--- config.mk ---
export PLATFORM = sky130hd
export DESIGN_NAME = dec_front_top
export DESIGN_NICKNAME = d
export VERILOG_FILES = /design/src/logic/dec_pkg.sv /design/src/logic/fetch_pack.sv /design/src/logic/inst_buffer.sv /design/src/logic/dec_ib_ctl.sv /design/src/logic/dec_stage.sv /design/src/logic/dec_front_top.sv
export SDC_FILE = /design/constraint.sdc
export NUM_CORES = 1
export LEC_CHECK = 0
export BUFFER_PORTS_ARGS = -buffer_cell sky130_fd_sc_hd__buf_2
export CAP_MARGIN = 20
export CORE_MARGIN = 4
export CORE_UTILIZATION = 50
export CTS_CLUSTER_SIZE = 14
export DETAILED_ROUTE_END_ITERATION = 12
export PLACE_DENSITY = 0.82
export SLEW_MARGIN = 25
export SYNTH_ARGS = -nofsm -noshare
export SYNTH_HDL_FRONTEND = slang
export SYNTH_SLANG_ARGS = --single-unit
--- constraint.sdc ---
create_clock -name clk -period 7 [get_ports clk]
set_input_delay 0.7 -clock clk [delete_from_list [all_inputs] [get_ports clk]]
set_output_delay 0.7 -clock clk [all_outputs]
set_load 0.1 [all_outputs]
--- src/logic/dec_pkg.sv ---
////////////////////////////////////////////////////////////
// dec_pkg
//   fetch, debug and decode packet structs
//   debug command type, major opcode and op class enums
//   buffer depth, reset pc and debug encoding constants
////////////////////////////////////////////////////////////

package dec_pkg;

   localparam int IB_DEPTH = 4;                       // instruction buffer entries
   localparam int IB_PTR_W = $clog2(IB_DEPTH);        // read/write pointer width
   localparam int IB_CNT_W = $clog2(IB_DEPTH + 1);    // occupancy 0..IB_DEPTH

   localparam logic [11:0] DEBUG_FENCE_CSR = 12'h7c4; // debug-only fence csr
   localparam logic [31:1] RESET_PC        = 31'h0;   // pc[31:1] after reset

   // funct3 values used by the debug instructions and the decoder
   localparam logic [2:0] F3_OR    = 3'b110;
   localparam logic [2:0] F3_CSRRW = 3'b001;
   localparam logic [2:0] F3_CSRRS = 3'b010;
   localparam logic [2:0] F3_PRIV  = 3'b000;          // ecall/ebreak/mret group

   typedef enum logic [1:0] {
      DBG_GPR  = 2'd0,
      DBG_CSR  = 2'd1,
      DBG_MEM  = 2'd2,                                // not handled here
      DBG_RSVD = 2'd3
   } dbg_type_e;

   // major opcode, instr[6:2] of a 32-bit word
   typedef enum logic [4:0] {
      MAJ_LOAD   = 5'b00000,
      MAJ_OP_IMM = 5'b00100,
      MAJ_STORE  = 5'b01000,
      MAJ_OP     = 5'b01100,
      MAJ_BRANCH = 5'b11000,
      MAJ_JALR   = 5'b11001,
      MAJ_JAL    = 5'b11011,
      MAJ_SYSTEM = 5'b11100
   } major_op_e;

   localparam logic [6:0] OPC_REG = {MAJ_OP, 2'b11};     // full 7-bit reg-reg opcode
   localparam logic [6:0] OPC_SYS = {MAJ_SYSTEM, 2'b11}; // full 7-bit system opcode

   typedef enum logic [3:0] {
      OP_ALU, OP_ALU_IMM, OP_LOAD, OP_STORE, OP_BRANCH, OP_JAL,
      OP_JALR, OP_CSR, OP_SYSTEM, OP_COMPRESSED, OP_ILLEGAL
   } op_class_e;

   typedef struct packed {
      logic [31:0] instr;
      logic [31:1] pc;
      logic        pc4;                               // 4B inst, else 2B
      logic        icaf;                              // access fault
      logic [1:0]  icaf_type;
      logic        dbecc;                             // double-bit ecc error
   } fetch_pkt_t;

   typedef struct packed {
      logic        write;
      dbg_type_e   cmd_type;
      logic [31:0] addr;
   } dbg_cmd_t;

   typedef struct packed {
      logic       valid;
      fetch_pkt_t inst;
      logic       is_debug;                           // built from a debug command
      logic       wdata_rs1;                          // debug write data on rs1
      logic       debug_fence;
   } dec_pkt_t;

   typedef struct packed {
      fetch_pkt_t inst;
      logic       is_debug;
      logic       wdata_rs1;
      logic       debug_fence;
      op_class_e  op_class;
      logic [4:0] rd;
      logic [4:0] rs1;
   } dec_out_t;

endpackage

--- src/logic/fetch_pack.sv ---
////////////////////////////////////////////////////////////
// fetch_pack
//   fetch word register with length detect
//   sequential pc tracking and redirect load
////////////////////////////////////////////////////////////

`timescale 1ns/1ps

module fetch_pack (
   input  logic                 clk,
   input  logic                 reset,
   input  logic                 fetch_valid,
   input  logic [31:0]          fetch_instr,
   input  logic                 fetch_icaf,
   input  logic [1:0]           fetch_icaf_type,
   input  logic                 fetch_dbecc,
   input  logic                 redirect,
   input  logic [31:1]          redirect_pc,
   output logic                 pkt_valid,
   output dec_pkg::fetch_pkt_t  pkt
);

   logic [31:1] pc_q;       // pc of the next accepted word
   logic        is_pc4;     // incoming word is 32-bit
   logic [31:1] pc_step;    // halfword step for the pc

   // low two bits both set means a full 32-bit encoding
   assign is_pc4  = &fetch_instr[1:0];
   assign pc_step = is_pc4 ? 31'd2 : 31'd1;         // 4 or 2 bytes, in halfwords

   // pc register, redirect wins over a same-cycle fetch
   always_ff @(posedge clk) begin
      if (reset) begin
         pc_q <= dec_pkg::RESET_PC;
      end else if (redirect) begin
         pc_q <= redirect_pc;
      end else if (fetch_valid) begin
         pc_q <= pc_q + pc_step;
      end
   end

   always_ff @(posedge clk) begin
      if (reset) begin
         pkt_valid <= 1'b0;
      end else begin
         pkt_valid <= fetch_valid & ~redirect;      // word in flight is dropped on redirect
      end
   end

   // payload only, qualified by pkt_valid
   always_ff @(posedge clk) begin
      if (fetch_valid) begin
         pkt.instr     <= fetch_instr;
         pkt.pc        <= pc_q;
         pkt.pc4       <= is_pc4;
         pkt.icaf      <= fetch_icaf;
         pkt.icaf_type <= fetch_icaf_type;
         pkt.dbecc     <= fetch_dbecc;
      end
   end

endmodule

--- src/logic/inst_buffer.sv ---
////////////////////////////////////////////////////////////
// inst_buffer
//   circular packet queue of IB_DEPTH entries
//   occupancy count, fetch_ready and redirect flush
////////////////////////////////////////////////////////////

`timescale 1ns/1ps

module inst_buffer (
   input  logic                 clk,
   input  logic                 reset,
   input  logic                 pkt_valid,
   input  dec_pkg::fetch_pkt_t  pkt,
   input  logic                 pop,
   input  logic                 redirect,
   output logic                 head_valid,
   output dec_pkg::fetch_pkt_t  head,
   output logic                 fetch_ready
);

   localparam logic [dec_pkg::IB_PTR_W-1:0] PTR_LAST =
      dec_pkg::IB_PTR_W'(dec_pkg::IB_DEPTH - 1);
   localparam logic [dec_pkg::IB_CNT_W-1:0] READY_MAX =
      dec_pkg::IB_CNT_W'(dec_pkg::IB_DEPTH - 2);    // one slot kept for the word in flight

   dec_pkg::fetch_pkt_t mem [dec_pkg::IB_DEPTH];

   logic [dec_pkg::IB_PTR_W-1:0] wr_ptr;
   logic [dec_pkg::IB_PTR_W-1:0] rd_ptr;
   logic [dec_pkg::IB_CNT_W-1:0] count;
   logic                          do_pop;

   assign head_valid  = (count != '0);
   assign head        = mem[rd_ptr];
   assign fetch_ready = (count <= READY_MAX);
   assign do_pop      = pop & head_valid;         // never pop an empty queue

   // storage, written at the tail
   always_ff @(posedge clk) begin
      if (pkt_valid) begin
         mem[wr_ptr] <= pkt;
      end
   end

   // pointers and occupancy
   always_ff @(posedge clk) begin
      if (reset || redirect) begin
         wr_ptr <= '0;
         rd_ptr <= '0;
         count  <= '0;
      end else begin
         if (pkt_valid) begin
            wr_ptr <= (wr_ptr == PTR_LAST) ? '0 : wr_ptr + 1'b1;
         end
         if (do_pop) begin
            rd_ptr <= (rd_ptr == PTR_LAST) ? '0 : rd_ptr + 1'b1;
         end
         case ({pkt_valid, do_pop})
            2'b10:   count <= count + 1'b1;
            2'b01:   count <= count - 1'b1;
            default: count <= count;                // push and pop together, or idle
         endcase
      end
   end

endmodule

--- src/logic/dec_ib_ctl.sv ---
////////////////////////////////////////////////////////////
// dec_ib_ctl
//   debug abstract command to instruction translation
//   debug/buffer select, issue packet, pop and taken
////////////////////////////////////////////////////////////

`timescale 1ns/1ps

module dec_ib_ctl (
   input  logic                 head_valid,
   input  dec_pkg::fetch_pkt_t  head,
   input  logic                 dbg_cmd_valid,
   input  dec_pkg::dbg_cmd_t    dbg_cmd,
   input  logic                 dec_stall,
   output logic                 pop,
   output logic                 dbg_cmd_taken,
   output dec_pkg::dec_pkt_t    issue
);

   logic        dbg_take;    // gpr or csr command, turns into an instruction
   logic        dbg_skip;    // mem or reserved, dropped right away
   logic        rd_gpr;
   logic        wr_gpr;
   logic        rd_csr;
   logic        wr_csr;
   logic [4:0]  dreg;
   logic [11:0] dcsr;
   logic [31:0] dbg_instr;

   assign dbg_take = dbg_cmd_valid & ((dbg_cmd.cmd_type == dec_pkg::DBG_GPR) |
                                      (dbg_cmd.cmd_type == dec_pkg::DBG_CSR));
   assign dbg_skip = dbg_cmd_valid & ~dbg_take;

   assign rd_gpr = (dbg_cmd.cmd_type == dec_pkg::DBG_GPR) & ~dbg_cmd.write;
   assign wr_gpr = (dbg_cmd.cmd_type == dec_pkg::DBG_GPR) &  dbg_cmd.write;
   assign rd_csr = (dbg_cmd.cmd_type == dec_pkg::DBG_CSR) & ~dbg_cmd.write;
   assign wr_csr = (dbg_cmd.cmd_type == dec_pkg::DBG_CSR) &  dbg_cmd.write;

   assign dreg = dbg_cmd.addr[4:0];
   assign dcsr = dbg_cmd.addr[11:0];

   // instruction the debug command becomes
   always_comb begin
      dbg_instr = '0;
      if (rd_gpr) begin
         dbg_instr = {7'd0, 5'd0, dreg, dec_pkg::F3_OR, 5'd0, dec_pkg::OPC_REG};  // or x0,reg,x0
      end else if (wr_gpr) begin
         dbg_instr = {7'd0, 5'd0, 5'd0, dec_pkg::F3_OR, dreg, dec_pkg::OPC_REG};  // or reg,x0,x0
      end else if (rd_csr) begin
         dbg_instr = {dcsr, 5'd0, dec_pkg::F3_CSRRS, 5'd0, dec_pkg::OPC_SYS};
      end else if (wr_csr) begin
         dbg_instr = {dcsr, 5'd0, dec_pkg::F3_CSRRW, 5'd0, dec_pkg::OPC_SYS};
      end
   end

   // debug path assumes a halted core with an empty pipe
   always_comb begin
      issue = '0;
      if (dbg_take) begin
         issue.valid       = ~dec_stall;
         issue.inst.instr  = dbg_instr;
         issue.inst.pc4    = 1'b1;                  // pc and fault fields stay zero
         issue.is_debug    = 1'b1;
         issue.wdata_rs1   = dbg_cmd.write;         // write data comes in on rs1
         issue.debug_fence = wr_csr & (dcsr == dec_pkg::DEBUG_FENCE_CSR);
      end else begin
         issue.valid = head_valid & ~dec_stall;
         issue.inst  = head;
      end
   end

   assign pop           = head_valid & ~dec_stall & ~dbg_take;  // head leaves only on issue
   assign dbg_cmd_taken = dbg_skip | (dbg_take & ~dec_stall);

endmodule

--- src/logic/dec_stage.sv ---
////////////////////////////////////////////////////////////
// dec_stage
//   decode register for the issued packet
//   op class sort and rd/rs1 field extraction
////////////////////////////////////////////////////////////

`timescale 1ns/1ps

module dec_stage (
   input  logic                clk,
   input  logic                reset,
   input  dec_pkg::dec_pkt_t   issue,
   output logic                dec_valid,
   output dec_pkg::dec_out_t   dec_out
);

   logic [4:0]         major;     // instr[6:2]
   logic [2:0]         funct3;
   dec_pkg::op_class_e op_class;
   dec_pkg::dec_out_t  dec_d;     // next value of the decode register

   assign major  = issue.inst.instr[6:2];
   assign funct3 = issue.inst.instr[14:12];

   // class by major opcode, compressed words skip the table
   always_comb begin
      op_class = dec_pkg::OP_ILLEGAL;
      if (!issue.inst.pc4) begin
         op_class = dec_pkg::OP_COMPRESSED;
      end else begin
         case (major)
            dec_pkg::MAJ_OP:     op_class = dec_pkg::OP_ALU;
            dec_pkg::MAJ_OP_IMM: op_class = dec_pkg::OP_ALU_IMM;
            dec_pkg::MAJ_LOAD:   op_class = dec_pkg::OP_LOAD;
            dec_pkg::MAJ_STORE:  op_class = dec_pkg::OP_STORE;
            dec_pkg::MAJ_BRANCH: op_class = dec_pkg::OP_BRANCH;
            dec_pkg::MAJ_JAL:    op_class = dec_pkg::OP_JAL;
            dec_pkg::MAJ_JALR:   op_class = dec_pkg::OP_JALR;
            dec_pkg::MAJ_SYSTEM: begin
               // csr ops carry a nonzero funct3
               if (funct3 != dec_pkg::F3_PRIV) begin
                  op_class = dec_pkg::OP_CSR;
               end else begin
                  op_class = dec_pkg::OP_SYSTEM;
               end
            end
            default:             op_class = dec_pkg::OP_ILLEGAL;
         endcase
      end
   end

   always_comb begin
      dec_d.inst        = issue.inst;
      dec_d.is_debug    = issue.is_debug;
      dec_d.wdata_rs1   = issue.wdata_rs1;
      dec_d.debug_fence = issue.debug_fence;
      dec_d.op_class    = op_class;
      dec_d.rd          = issue.inst.instr[11:7];
      dec_d.rs1         = issue.inst.instr[19:15];
   end

   // one-cycle valid per issued packet
   always_ff @(posedge clk) begin
      if (reset) begin
         dec_valid <= 1'b0;
      end else begin
         dec_valid <= issue.valid;
      end
   end

   // contents hold when nothing issues, so a stall keeps dec_out
   always_ff @(posedge clk) begin
      if (issue.valid) begin
         dec_out <= dec_d;
      end
   end

endmodule

--- src/logic/dec_front_top.sv ---
////////////////////////////////////////////////////////////
// dec_front_top
//   fetch_pack -> inst_buffer -> dec_ib_ctl -> dec_stage
////////////////////////////////////////////////////////////

`timescale 1ns/1ps

module dec_front_top (
   input  logic                clk,
   input  logic                reset,
   input  logic                fetch_valid,
   input  logic [31:0]         fetch_instr,
   input  logic                fetch_icaf,
   input  logic [1:0]          fetch_icaf_type,
   input  logic                fetch_dbecc,
   input  logic                redirect,
   input  logic [31:1]         redirect_pc,
   input  logic                dbg_cmd_valid,
   input  dec_pkg::dbg_cmd_t   dbg_cmd,
   input  logic                dec_stall,
   output logic                fetch_ready,
   output logic                dbg_cmd_taken,
   output logic                dec_valid,
   output dec_pkg::dec_out_t   dec_out
);

   logic                pkt_valid;   // fetch register to queue
   dec_pkg::fetch_pkt_t pkt;
   logic                head_valid;  // queue head to select
   dec_pkg::fetch_pkt_t head;
   logic                pop;
   dec_pkg::dec_pkt_t   issue;       // select to decode register

   fetch_pack u_fetch_pack (
      .clk             (clk),
      .reset           (reset),
      .fetch_valid     (fetch_valid),
      .fetch_instr     (fetch_instr),
      .fetch_icaf      (fetch_icaf),
      .fetch_icaf_type (fetch_icaf_type),
      .fetch_dbecc     (fetch_dbecc),
      .redirect        (redirect),
      .redirect_pc     (redirect_pc),
      .pkt_valid       (pkt_valid),
      .pkt             (pkt)
   );

   inst_buffer u_inst_buffer (
      .clk         (clk),
      .reset       (reset),
      .pkt_valid   (pkt_valid),
      .pkt         (pkt),
      .pop         (pop),
      .redirect    (redirect),
      .head_valid  (head_valid),
      .head        (head),
      .fetch_ready (fetch_ready)
   );

   dec_ib_ctl u_dec_ib_ctl (
      .head_valid    (head_valid),
      .head          (head),
      .dbg_cmd_valid (dbg_cmd_valid),
      .dbg_cmd       (dbg_cmd),
      .dec_stall     (dec_stall),
      .pop           (pop),
      .dbg_cmd_taken (dbg_cmd_taken),
      .issue         (issue)
   );

   dec_stage u_dec_stage (
      .clk       (clk),
      .reset     (reset),
      .issue     (issue),
      .dec_valid (dec_valid),
      .dec_out   (dec_out)
   );

endmodule

==> metrics.md, run 1 <==
| Metric | Value |
|---|---|
| Most instantiated cells after synthesis | `415 x edfxtp_1, 68 x mux4_2, 49 x nor2_1, 44 x and2_1, 44 x nand2_1` |
| Initial Utilization | `51.00%` |
| Max FO, Critical Path | `between 70 and 80` |
| Capture point of the critical path | `u_inst_buffer.count[2]` |
| Clock buffer depth | `3` |
| Syn nets | `about 1,000` |
| Synth top area cells | `edfxtp_1 72%, mux4_2 8.9%, dfxtp_1 4.9%` |
| Clock skew | `~0.014 ns` |
| Worst hold start | `fetch_instr[29]` |
| Post-CTS Hold Fix Bufs | `0` |
| Drt wl/cell | `around 20 um` |
| Synth Area per Inst | `18.67 um^2` |
| Initial antenna violation count | `1` |
| Synth cell types | `between 50 and 60` |
| Synthesized area | `approximately 0.017 mm^2` |
| Worst slew pin tran | `between 0.9 and 1 ns` |
| Most frequent cell after synthesis | `edfxtp_1` |
| P_leak | `6.861 nW` |
| CTS Sinks | `457` |
| Power per cell area | `291.7 mW/mm^2` |
| Post-synth EDFFs | `415` |
| Detail Route Antenna Nets | `0` |
| Final Setup Violations | `0` |
| Global-route wire length before repair | `roughly 51,000 um` |
| DRC Markers | `0` |
| Final Max Tran Viols | `0` |
| Final design utilization | `between 50% and 60%` |
| Worst path arrival time | `4.09 ns` |
| Startpoint types | `input pin` |
| Cell count after synthesis | `923` |
| CORE AREA | `around 0.034 mm^2` |
| Hold Fails Final Rpt | `0` |
| N_diodes | `0` |
| Clk slew on worst S/H paths | `approximately 0.06 ns` |
| Die Span X | `193.6 um` |
| RSZ-0062 raised after global routing | `no` |
| Row cnt | `67` |
| Synthesized flop and latch total | `around 460` |
| Max_cap viols | `0` |
| Area leader, netlist | `edfxtp_1` |
| Num CTS Buffers | `46` |
| Slew margin rel. | `39.40%` |
| Vias per cell | `5.466` |
| Area share of the largest cell type after synthesis | `72.33%` |
| Drt total wl | `around 32,000 um` |
| Starting DRT DRC Count | `approximately 650` |
| CTS tree | `built` |
| Reg2reg end | `u_dec_stage.dec_out[10]` |
| Vias in the first global route | `~9,100` |
| # H-tree levels | `2` |
| Setup Fix Bufs, Post-CTS | `0` |
| RePlAce Congestion | `just over 0.8` |
| Die Span Y | `roughly 190 um` |
| Final worst-path cycle share | `about half` |
| Largest net degree at the start of global routing | `a little over 70` |
| Synth Warn # | `0` |
| Final worst path period need | `between 3 and 4 ns` |
| Peak Freq | `roughly 0.28 GHz` |
| Crit. End Element | `flip-flop` |
| Vias | `around 8,700` |
| WS Path Type | `in2reg` |
| Overflow after GRT | `0` |
| GR Util All Layers | `17.24%` |
| Dpl hpwl | `just under 20,000 um` |
| Cell area after layout | `a little over 0.02 mm^2` |
| Total design power | `between 0.005 and 0.006 W` |
| Asr flop ratio synth | `0%` |
| Primary FF master, synth | `edfxtp_1` |
| Worst Setup SP | `dbg_cmd[33]` |
| Outcome | `finished clean` |
| Seq/Total Area, Yosys | `approximately 77%` |
| Reg2Reg Setup Slack | `roughly 3.7 ns` |
| Nets | `1,224` |
| I/O Buffers | `about 180` |
| I/O pins | `just under 200` |
| Drt pass-1 iters | `7` |
| Post-CTS Resized | `0` |
| DP Area | `roughly 0.019 mm^2` |
| Worst Hold Class | `in2reg` |
| Layout cells sized above 1 | `between 20 and 30%` |
| Post-route setup TNS | `0 ns` |
| R2r worst-path depth | `5` |
| WP data required | `~7.5 ns` |
| Area growth from synthesis to layout | `16.86%` |
| Worst-skew pair later-pin latency | `0.54 ns` |
| Max VDD drop | `175.2 uV` |
| Root Driver | `clkbuf_16` |
| Die ar. | `roughly 0.037 mm^2` |
==> how the worst min path moves through the flow <==
stage / endpoint / slack [ns] / cells after the start
after global placement: u_fetch_pack.pkt[16] / 0.46 / 0
after floorplan: u_fetch_pack.pkt[35] / 0.43 / 0
final: u_fetch_pack.pkt[65] / 0.34 / 1
after CTS: u_fetch_pack.pkt[65] / 0.31 / 1
after global routing: u_fetch_pack.pkt[48] / 0.31 / 1
after detailed placement: u_fetch_pack.pkt[16] / 0.46 / 0
==> power by group <==
group          switching [W]  internal, W  leakage (nW)
clock               0.000975      0.00146         0.738
sequential         0.0000557      0.00307          4.19
combinational       0.000238    0.0000797          1.93
==> registers in the layout (all words and copies together), names as in the netlist, named ones only <==
register	cells
u_fetch_pack.pkt	68
u_inst_buffer.wr_ptr	2
u_dec_stage.dec_valid	1
u_fetch_pack.pkt_valid	1
u_inst_buffer.rd_ptr	2
u_fetch_pack.pc_q	31
u_inst_buffer.mem	272
u_dec_stage.dec_out	75
u_inst_buffer.count	3
==> kinds of logic after synthesis <==
kind of cell               count (synthesis)  synth area share (%)
AOI/OAI and AO/OA                         61                 2.513
muxes                                     77                 9.412
buffers and inverters                     69                 1.837
adders and majority gates                 10                0.8134
xor gates and xnor gates                  29                 1.474
DFF                                      457                 77.21
and+or+nand+nor                          220                 6.739
==> worst max-delay path: stages <==
cell,delay [ns]
buf_2,0.08
nand2b_2,0.10
buf_4,0.61
inv_1,0.64
nor3_1,0.62
ha_1,0.28
inv_1,0.06
fa_1,0.37
xor2_1,0.16
or3_1,0.31
a21oi_1,0.15
==> area by class of cell <==
class / instances / area (um^2)
clock buffers: 61 / 1301
clock inverters: 23 / 225.2
well taps: 448 / 560.5
repair buffers: 185 / 1031
inverters: 19 / 71.32
multi-input cells: 397 / 3633
fillers: 2459 / 13650
flip-flops and latches: 457 / 13310
==> placed cells by master (no fill, tap or decap), types with 4 or more instances in the layout <==
| cell type | n |
|---|---|
| a21oi_1 | 12 |
| nand4_1 | 11 |
| clkbuf_1 | 9 |
| buf_2 | 174 |
| nand3_1 | 19 |
| clkinvlp_4 | 4 |
| a211oi_1 | 18 |
| nand2_1 | 44 |
| mux2i_1 | 9 |
| nor4_1 | 5 |
| and2_4 | 4 |
| mux4_2 | 68 |
| o21ai_0 | 7 |
| ha_1 | 8 |
| clkinv_1 | 6 |
| inv_1 | 19 |
| clkinv_2 | 7 |
| xor2_1 | 14 |
| dfxtp_1 | 40 |
| xnor2_1 | 15 |
| nor2_1 | 49 |
| buf_4 | 6 |
| a22o_1 | 10 |
| nor3_1 | 12 |
| and3_1 | 7 |
| clkbuf_16 | 49 |
| edfxtp_1 | 415 |
| and2_1 | 40 |
| bufinv_16 | 4 |
| or3_1 | 5 |
==> metal layers <==
layer	up-vias	GRT usage, %	routed length [um]
met4	2	4.537	654
li1	3972	-	-
met2	330	28.89	15940
met1	4329	23.35	13470
met3	58	3.684	2275
met5	-	0	7
==> stage by stage <==
stage	setup slack [ns]	cells	hold WS, ns
after floorplan	1.654	923	0.4292
after global placement	2.884	1501	0.4599
after detailed placement	2.820	1505	0.4576
after CTS	3.372	1589	0.3070
after global routing	3.100	1590	0.3121
final	3.371	1590	0.3376
Power figures use the tool's default switching activity.
==> inputs of run 2 (changes only) <==
--- a/config.mk
+++ b/config.mk
@@ -5,13 +5,14 @@
 export SDC_FILE = /design/constraint.sdc
 export NUM_CORES = 1
 export LEC_CHECK = 0
+export ABC_AREA = 1
 export BUFFER_PORTS_ARGS = -buffer_cell sky130_fd_sc_hd__buf_2
 export CAP_MARGIN = 20
 export CORE_MARGIN = 4
 export CORE_UTILIZATION = 50
 export CTS_CLUSTER_SIZE = 14
 export DETAILED_ROUTE_END_ITERATION = 12
-export PLACE_DENSITY = 0.82
+export PLACE_DENSITY = 0.84
 export SLEW_MARGIN = 25
 export SYNTH_ARGS = -nofsm -noshare
 export SYNTH_HDL_FRONTEND = slang
==> constraint.sdc (replaced) <==
create_clock -name clk -period 3.3 [get_ports clk]
set_input_delay 0.33 -clock clk [delete_from_list [all_inputs] [get_ports clk]]
set_output_delay 0.33 -clock clk [all_outputs]
set_load 0.1 [all_outputs]
==> run 2 against run 1 <==
Effect of this change:
- count of clock-buffer cells in the layout stayed put
- setup slack worse by 2.8 ns
- total power rose by 120%
- area after synthesis grew 4.6%
- via count is 35% higher
- wire length up 26%
- critical path depth stayed put
- non-clock buffer count up 47
- critical path type is now reg2reg
- register-to-register slack got worse by 3.1 ns
- combinational power rose to 2.8 times the previous value
==> metrics.md, run 2 <==
| Metric | Value |
|---|---|
| Asr flop ratio synth | `0% (unchanged)` |
| Slew margin rel. | `35.48% (was 39.40%)` |
| Num CTS Buffers | `45 (was 46)` |
| Die Span Y | `197.8 um (was 193.6 um)` |
| Nets | `1,728 (was 1,224)` |
| Worst path arrival time | `2.99 ns (was 4.09 ns)` |
| Starting DRT DRC Count | `1,167 (was 652)` |
| Simple-gate share of the synthesized area | `12.46% (was 6.739%)` |
| Overflow after GRT | `0 (unchanged)` |
| Drt total wl | `40,720 um (was 32,350 um)` |
| GR Util met1 | `26.63% (was 23.35%)` |
| Placed insts | `1,988 (was 1,505)` |
| Synth Warn # | `0 (unchanged)` |
| Sequential share of power | `52.2% (was 53.2%)` |
| Startpoint types | `flip-flop (was input pin)` |
| Global-route wire length before repair | `63,080 um (was 51,050 um)` |
| Detail Route Antenna Nets | `0 (unchanged)` |
| Root Driver | `clkbuf_16 (unchanged)` |
| Combinational power share | `6.9% (was 5.4%)` |
| GR Util All Layers | `20.53% (was 17.24%)` |
| Largest stage delay, worst path | `0.68 ns (was 0.64 ns)` |
| Most instantiated cells after synthesis | `415 x edfxtp_1, 210 x nand2_1, 191 x nor2_1, 98 x o21ai_0, 91 x a21oi_1 (was 415 x edfxtp_1, 68 x mux4_2, 49 x nor2_1, 44 x and2_1, 44 x nand2_1)` |
| Worst Hold Class | `in2reg (unchanged)` |
| Most frequent cell after synthesis | `edfxtp_1 (unchanged)` |
| Worst slew pin tran | `0.9677 ns (was 0.9091 ns)` |
| Dpl hpwl | `24,290 um (was 19,490 um)` |
| Synthesized flop and latch total | `457 (unchanged)` |
| WS Path Type | `reg2reg (was in2reg)` |
| Final design utilization | `59.49% (was 59.59%)` |
| Post-synthesis adder-cell area fraction | `0.7778% (was 0.8134%)` |
| Net Sw Frac | `22.69% (was 21.59%)` |
| CTS Sinks | `457 (unchanged)` |
| I/O pins | `196 (unchanged)` |
| Cell count after synthesis | `1,405 (was 923)` |
| Mux contribution to synthesized area | `0% (was 9.412%)` |
| Power per cell area | `603.0 mW/mm^2 (was 291.7 mW/mm^2)` |
| Post-CTS Resized | `0 (unchanged)` |
| Synthesized area | `0.01802 mm^2 (was 0.01723 mm^2)` |
| # H-tree levels | `2 (unchanged)` |
| Hold Fails Final Rpt | `0 (unchanged)` |
| Clk slew on worst S/H paths | `0.07 ns (was 0.06 ns)` |
| Clock power share | `41.0% (was 41.4%)` |
| Outcome | `finished clean (unchanged)` |
| Seq/Total Area, Yosys | `73.83% (was 77.21%)` |
| Final worst-path cycle share | `approximately four fifths` |
| Cells along the critical path | `clkinv_2 > buf_4 > nand2_1 > nand3_2 > nand2_2 > nor2_1 > nand2_1 > a21oi_1 > nor2_1 > nor2_1 > nand2_1 (was buf_2 > nand2b_2 > buf_4 > inv_1 > nor3_1 > ha_1 > inv_1 > fa_1 > xor2_1 > or3_1 > a21oi_1)` |
| Final worst path period need | `between 2 and 3 ns` |
| Post-layout worst setup margin | `0.6067 ns (was 3.371 ns)` |
| Final Max Tran Viols | `0 (unchanged)` |
| RePlAce Congestion | `0.9445 (was 0.8079)` |
| Compound-Gate Fraction of Synth Area | `8.215% (was 2.513%)` |
| Row cnt | `69 (was 67)` |
| Int Pwr | `0.009866 W (was 0.004605 W)` |
| Most common cell after layout, fill and taps aside | `edfxtp_1 (unchanged)` |
| Initial Utilization | `50.65% (was 51.00%)` |
| XOR/XNOR Fraction of Synth Area | `1.021% (was 1.474%)` |
| Clock buffer depth | `3 (unchanged)` |
| CTS tree | `built (unchanged)` |
| Vias per cell | `5.570 (was 5.466)` |
| I/O Buffers | `175 (unchanged)` |
| RSZ-0062 raised after global routing | `no (unchanged)` |
| Synth cell types | `44 (was 53)` |
| Vias in the first global route | `11,760 (was 9,056)` |
| DRC Markers | `0 (unchanged)` |
| Leading registers by flop count | `u_inst_buffer.mem x272, u_dec_stage.dec_out x75, u_fetch_pack.pkt x68 (unchanged)` |
| CORE AREA | `0.03557 mm^2 (was 0.03378 mm^2)` |
| Largest net degree at the start of global routing | `89 (was 72)` |
| P_leak | `7.769 nW (was 6.861 nW)` |
| Syn nets | `1,523 (was 1,041)` |
| Max FO, Critical Path | `86 (was 71)` |
| Main combinational cell family by area after synthesis | `simple AND/OR/NAND/NOR gates (was multiplexers)` |
| Primary FF master, synth | `edfxtp_1 (unchanged)` |
| Drt wl/cell | `19.31 um (was 20.35 um)` |
| Die Span X | `197.8 um (was 193.6 um)` |
| Area share of the largest cell type after synthesis | `69.17% (was 72.33%)` |
| Met3 usage | `3.777% (was 3.684%)` |
| Layout cells sized above 1 | `19.85% (was 29.68%)` |
| Synth top area cells | `edfxtp_1 69%, dfxtp_1 4.7%, nand2_1 4.4% (was edfxtp_1 72%, mux4_2 8.9%, dfxtp_1 4.9%)` |
| Area growth from synthesis to layout | `17.45% (was 16.86%)` |
| Max VDD drop | `420.7 uV (was 175.2 uV)` |
| Most frequent cells in the layout | `415 x edfxtp_1, 210 x nand2_1, 191 x nor2_1, 174 x buf_2, 98 x o21ai_0 (was 415 x edfxtp_1, 174 x buf_2, 68 x mux4_2, 49 x nor2_1, 49 x clkbuf_16)` |
| Crit. End Element | `flip-flop (unchanged)` |
| FILL cells | `2,697 (was 2,459)` |
| Biggest register | `u_inst_buffer.mem (unchanged)` |
| Post-route setup TNS | `0 ns (unchanged)` |
| Max_cap viols | `0 (unchanged)` |
| Final Setup Violations | `0 (unchanged)` |
| Drt pass-1 iters | `5 (was 7)` |
| Pre-CTS setup slack | `0.7419 ns (was 2.820 ns)` |
| P_sw | `0.002895 W (was 0.001268 W)` |
| Area leader, netlist | `edfxtp_1 (unchanged)` |
| R2r worst-path depth | `11 (was 5)` |
| Die ar. | `0.03913 mm^2 (was 0.03749 mm^2)` |
| Max reg flops | `272 (unchanged)` |
| Hold depth | `3 (was 1)` |
| Critical path's slowest cell | `buf_4 (was inv_1)` |
| Worst-skew pair later-pin latency | `0.54 ns (about the same)` |
| Clock skew | `0.01389 ns (was 0.01388 ns)` |
| Post-synth EDFFs | `415 (unchanged)` |
| Peak Freq | `0.3713 GHz` |
| WP data required | `3.59 ns (was 7.46 ns)` |
| Initial antenna violation count | `0 (was 1)` |
| Met2 usage | `35.57% (was 28.89%)` |
| Vias | `11,750 (was 8,691)` |
| Synth Area per Inst | `12.82 um^2 (was 18.67 um^2)` |
| Busiest grt layer | `met2 (unchanged)` |
| Layout Cells excl Fill | `2,109 (was 1,590)` |
## run 2: power groups by stage
stage | combinational [W] | clock [W] | sequential [W]
final | 0.000880 | 0.00523 | 0.00666
after global routing | 0.000937 | 0.00557 | 0.00667
after floorplan | 0.000321 | 0 | 0.00703
after detailed placement | 0.000841 | 0 | 0.00677
after CTS | 0.000881 | 0.00529 | 0.00665
after global placement | 0.000829 | 0 | 0.00676
## run 2: cells by family (layout without fill, tap and decap cells)
| kind of cell | Yosys count | in the layout |
|---|---|---|
| other cells | 0 | 1 |
| fa+ha+maj | 10 | 10 |
| simple gates | 519 | 519 |
| compound gates | 253 | 253 |
| flops | 457 | 457 |
| xor+xnor | 21 | 21 |
| buf+inv | 145 | 387 |
## run 2: routing by layer
| layer | vias up | wire [um] |
|---|---|---|
| met5 | - | 0 |
| met4 | 0 | 891 |
| met3 | 80 | 3880 |
| met2 | 596 | 20410 |
| met1 | 5661 | 15540 |
| li1 | 5410 | - |
## run 2: layout make-up
| cell class | count | area [um^2] | share of cell area, % |
|---|---|---|---|
| flip-flops and latches | 457 | 13310 | 62.89 |
| multi-input cells | 803 | 4049 | 19.13 |
| repair buffers | 232 | 1421 | 6.717 |
| clock buffers | 61 | 1289 | 6.090 |
| well taps | 461 | 576.8 | 2.726 |
| inverters | 71 | 269.0 | 1.271 |
| clock inverters | 23 | 246.5 | 1.165 |
| diodes | 1 | 2.502 | 0.01183 |
## run 2: worst paths after layout
path | from | endpoint | slack (ns)
max | flip-flop | u_dec_stage.dec_out[13] | 0.61
min | redirect_pc[4] | u_fetch_pack.pc_q[4] | 0.06
max reg2reg | flip-flop | u_dec_stage.dec_out[13] | 0.61
min reg2reg | u_fetch_pack.pc_q[2] | u_fetch_pack.pkt[6] | 0.48
## run 2: through the flow
step | hold slack [ns] | total power, W | instance area, um^2
after CTS | 0.003779 | 0.01282 | 21150
after detailed placement | 0.4642 | 0.007615 | 19260
after global placement | 0.4547 | 0.007587 | 19260
after global routing | 0.06493 | 0.01318 | 21160
after floorplan | 0.4289 | 0.007355 | 18020
final | 0.06316 | 0.01276 | 21160
## run 2: critical path, delay by kind of cell, from the launching register on
kind	cells	cell delay [ns]
AOI/OAI and AO/OA	1	0.20
buffers and inverters	2	0.78
DFF	1	0.50
and+or+nand+nor	8	0.91
## run 2: what timing repair did
action | 4_1_cts | 5_1_grt
hold buffers | 35 | 1
setup endpoints to repair | 0 | 0
buffers inserted | 0 | 0
hold endpoints to repair | 35 | 1
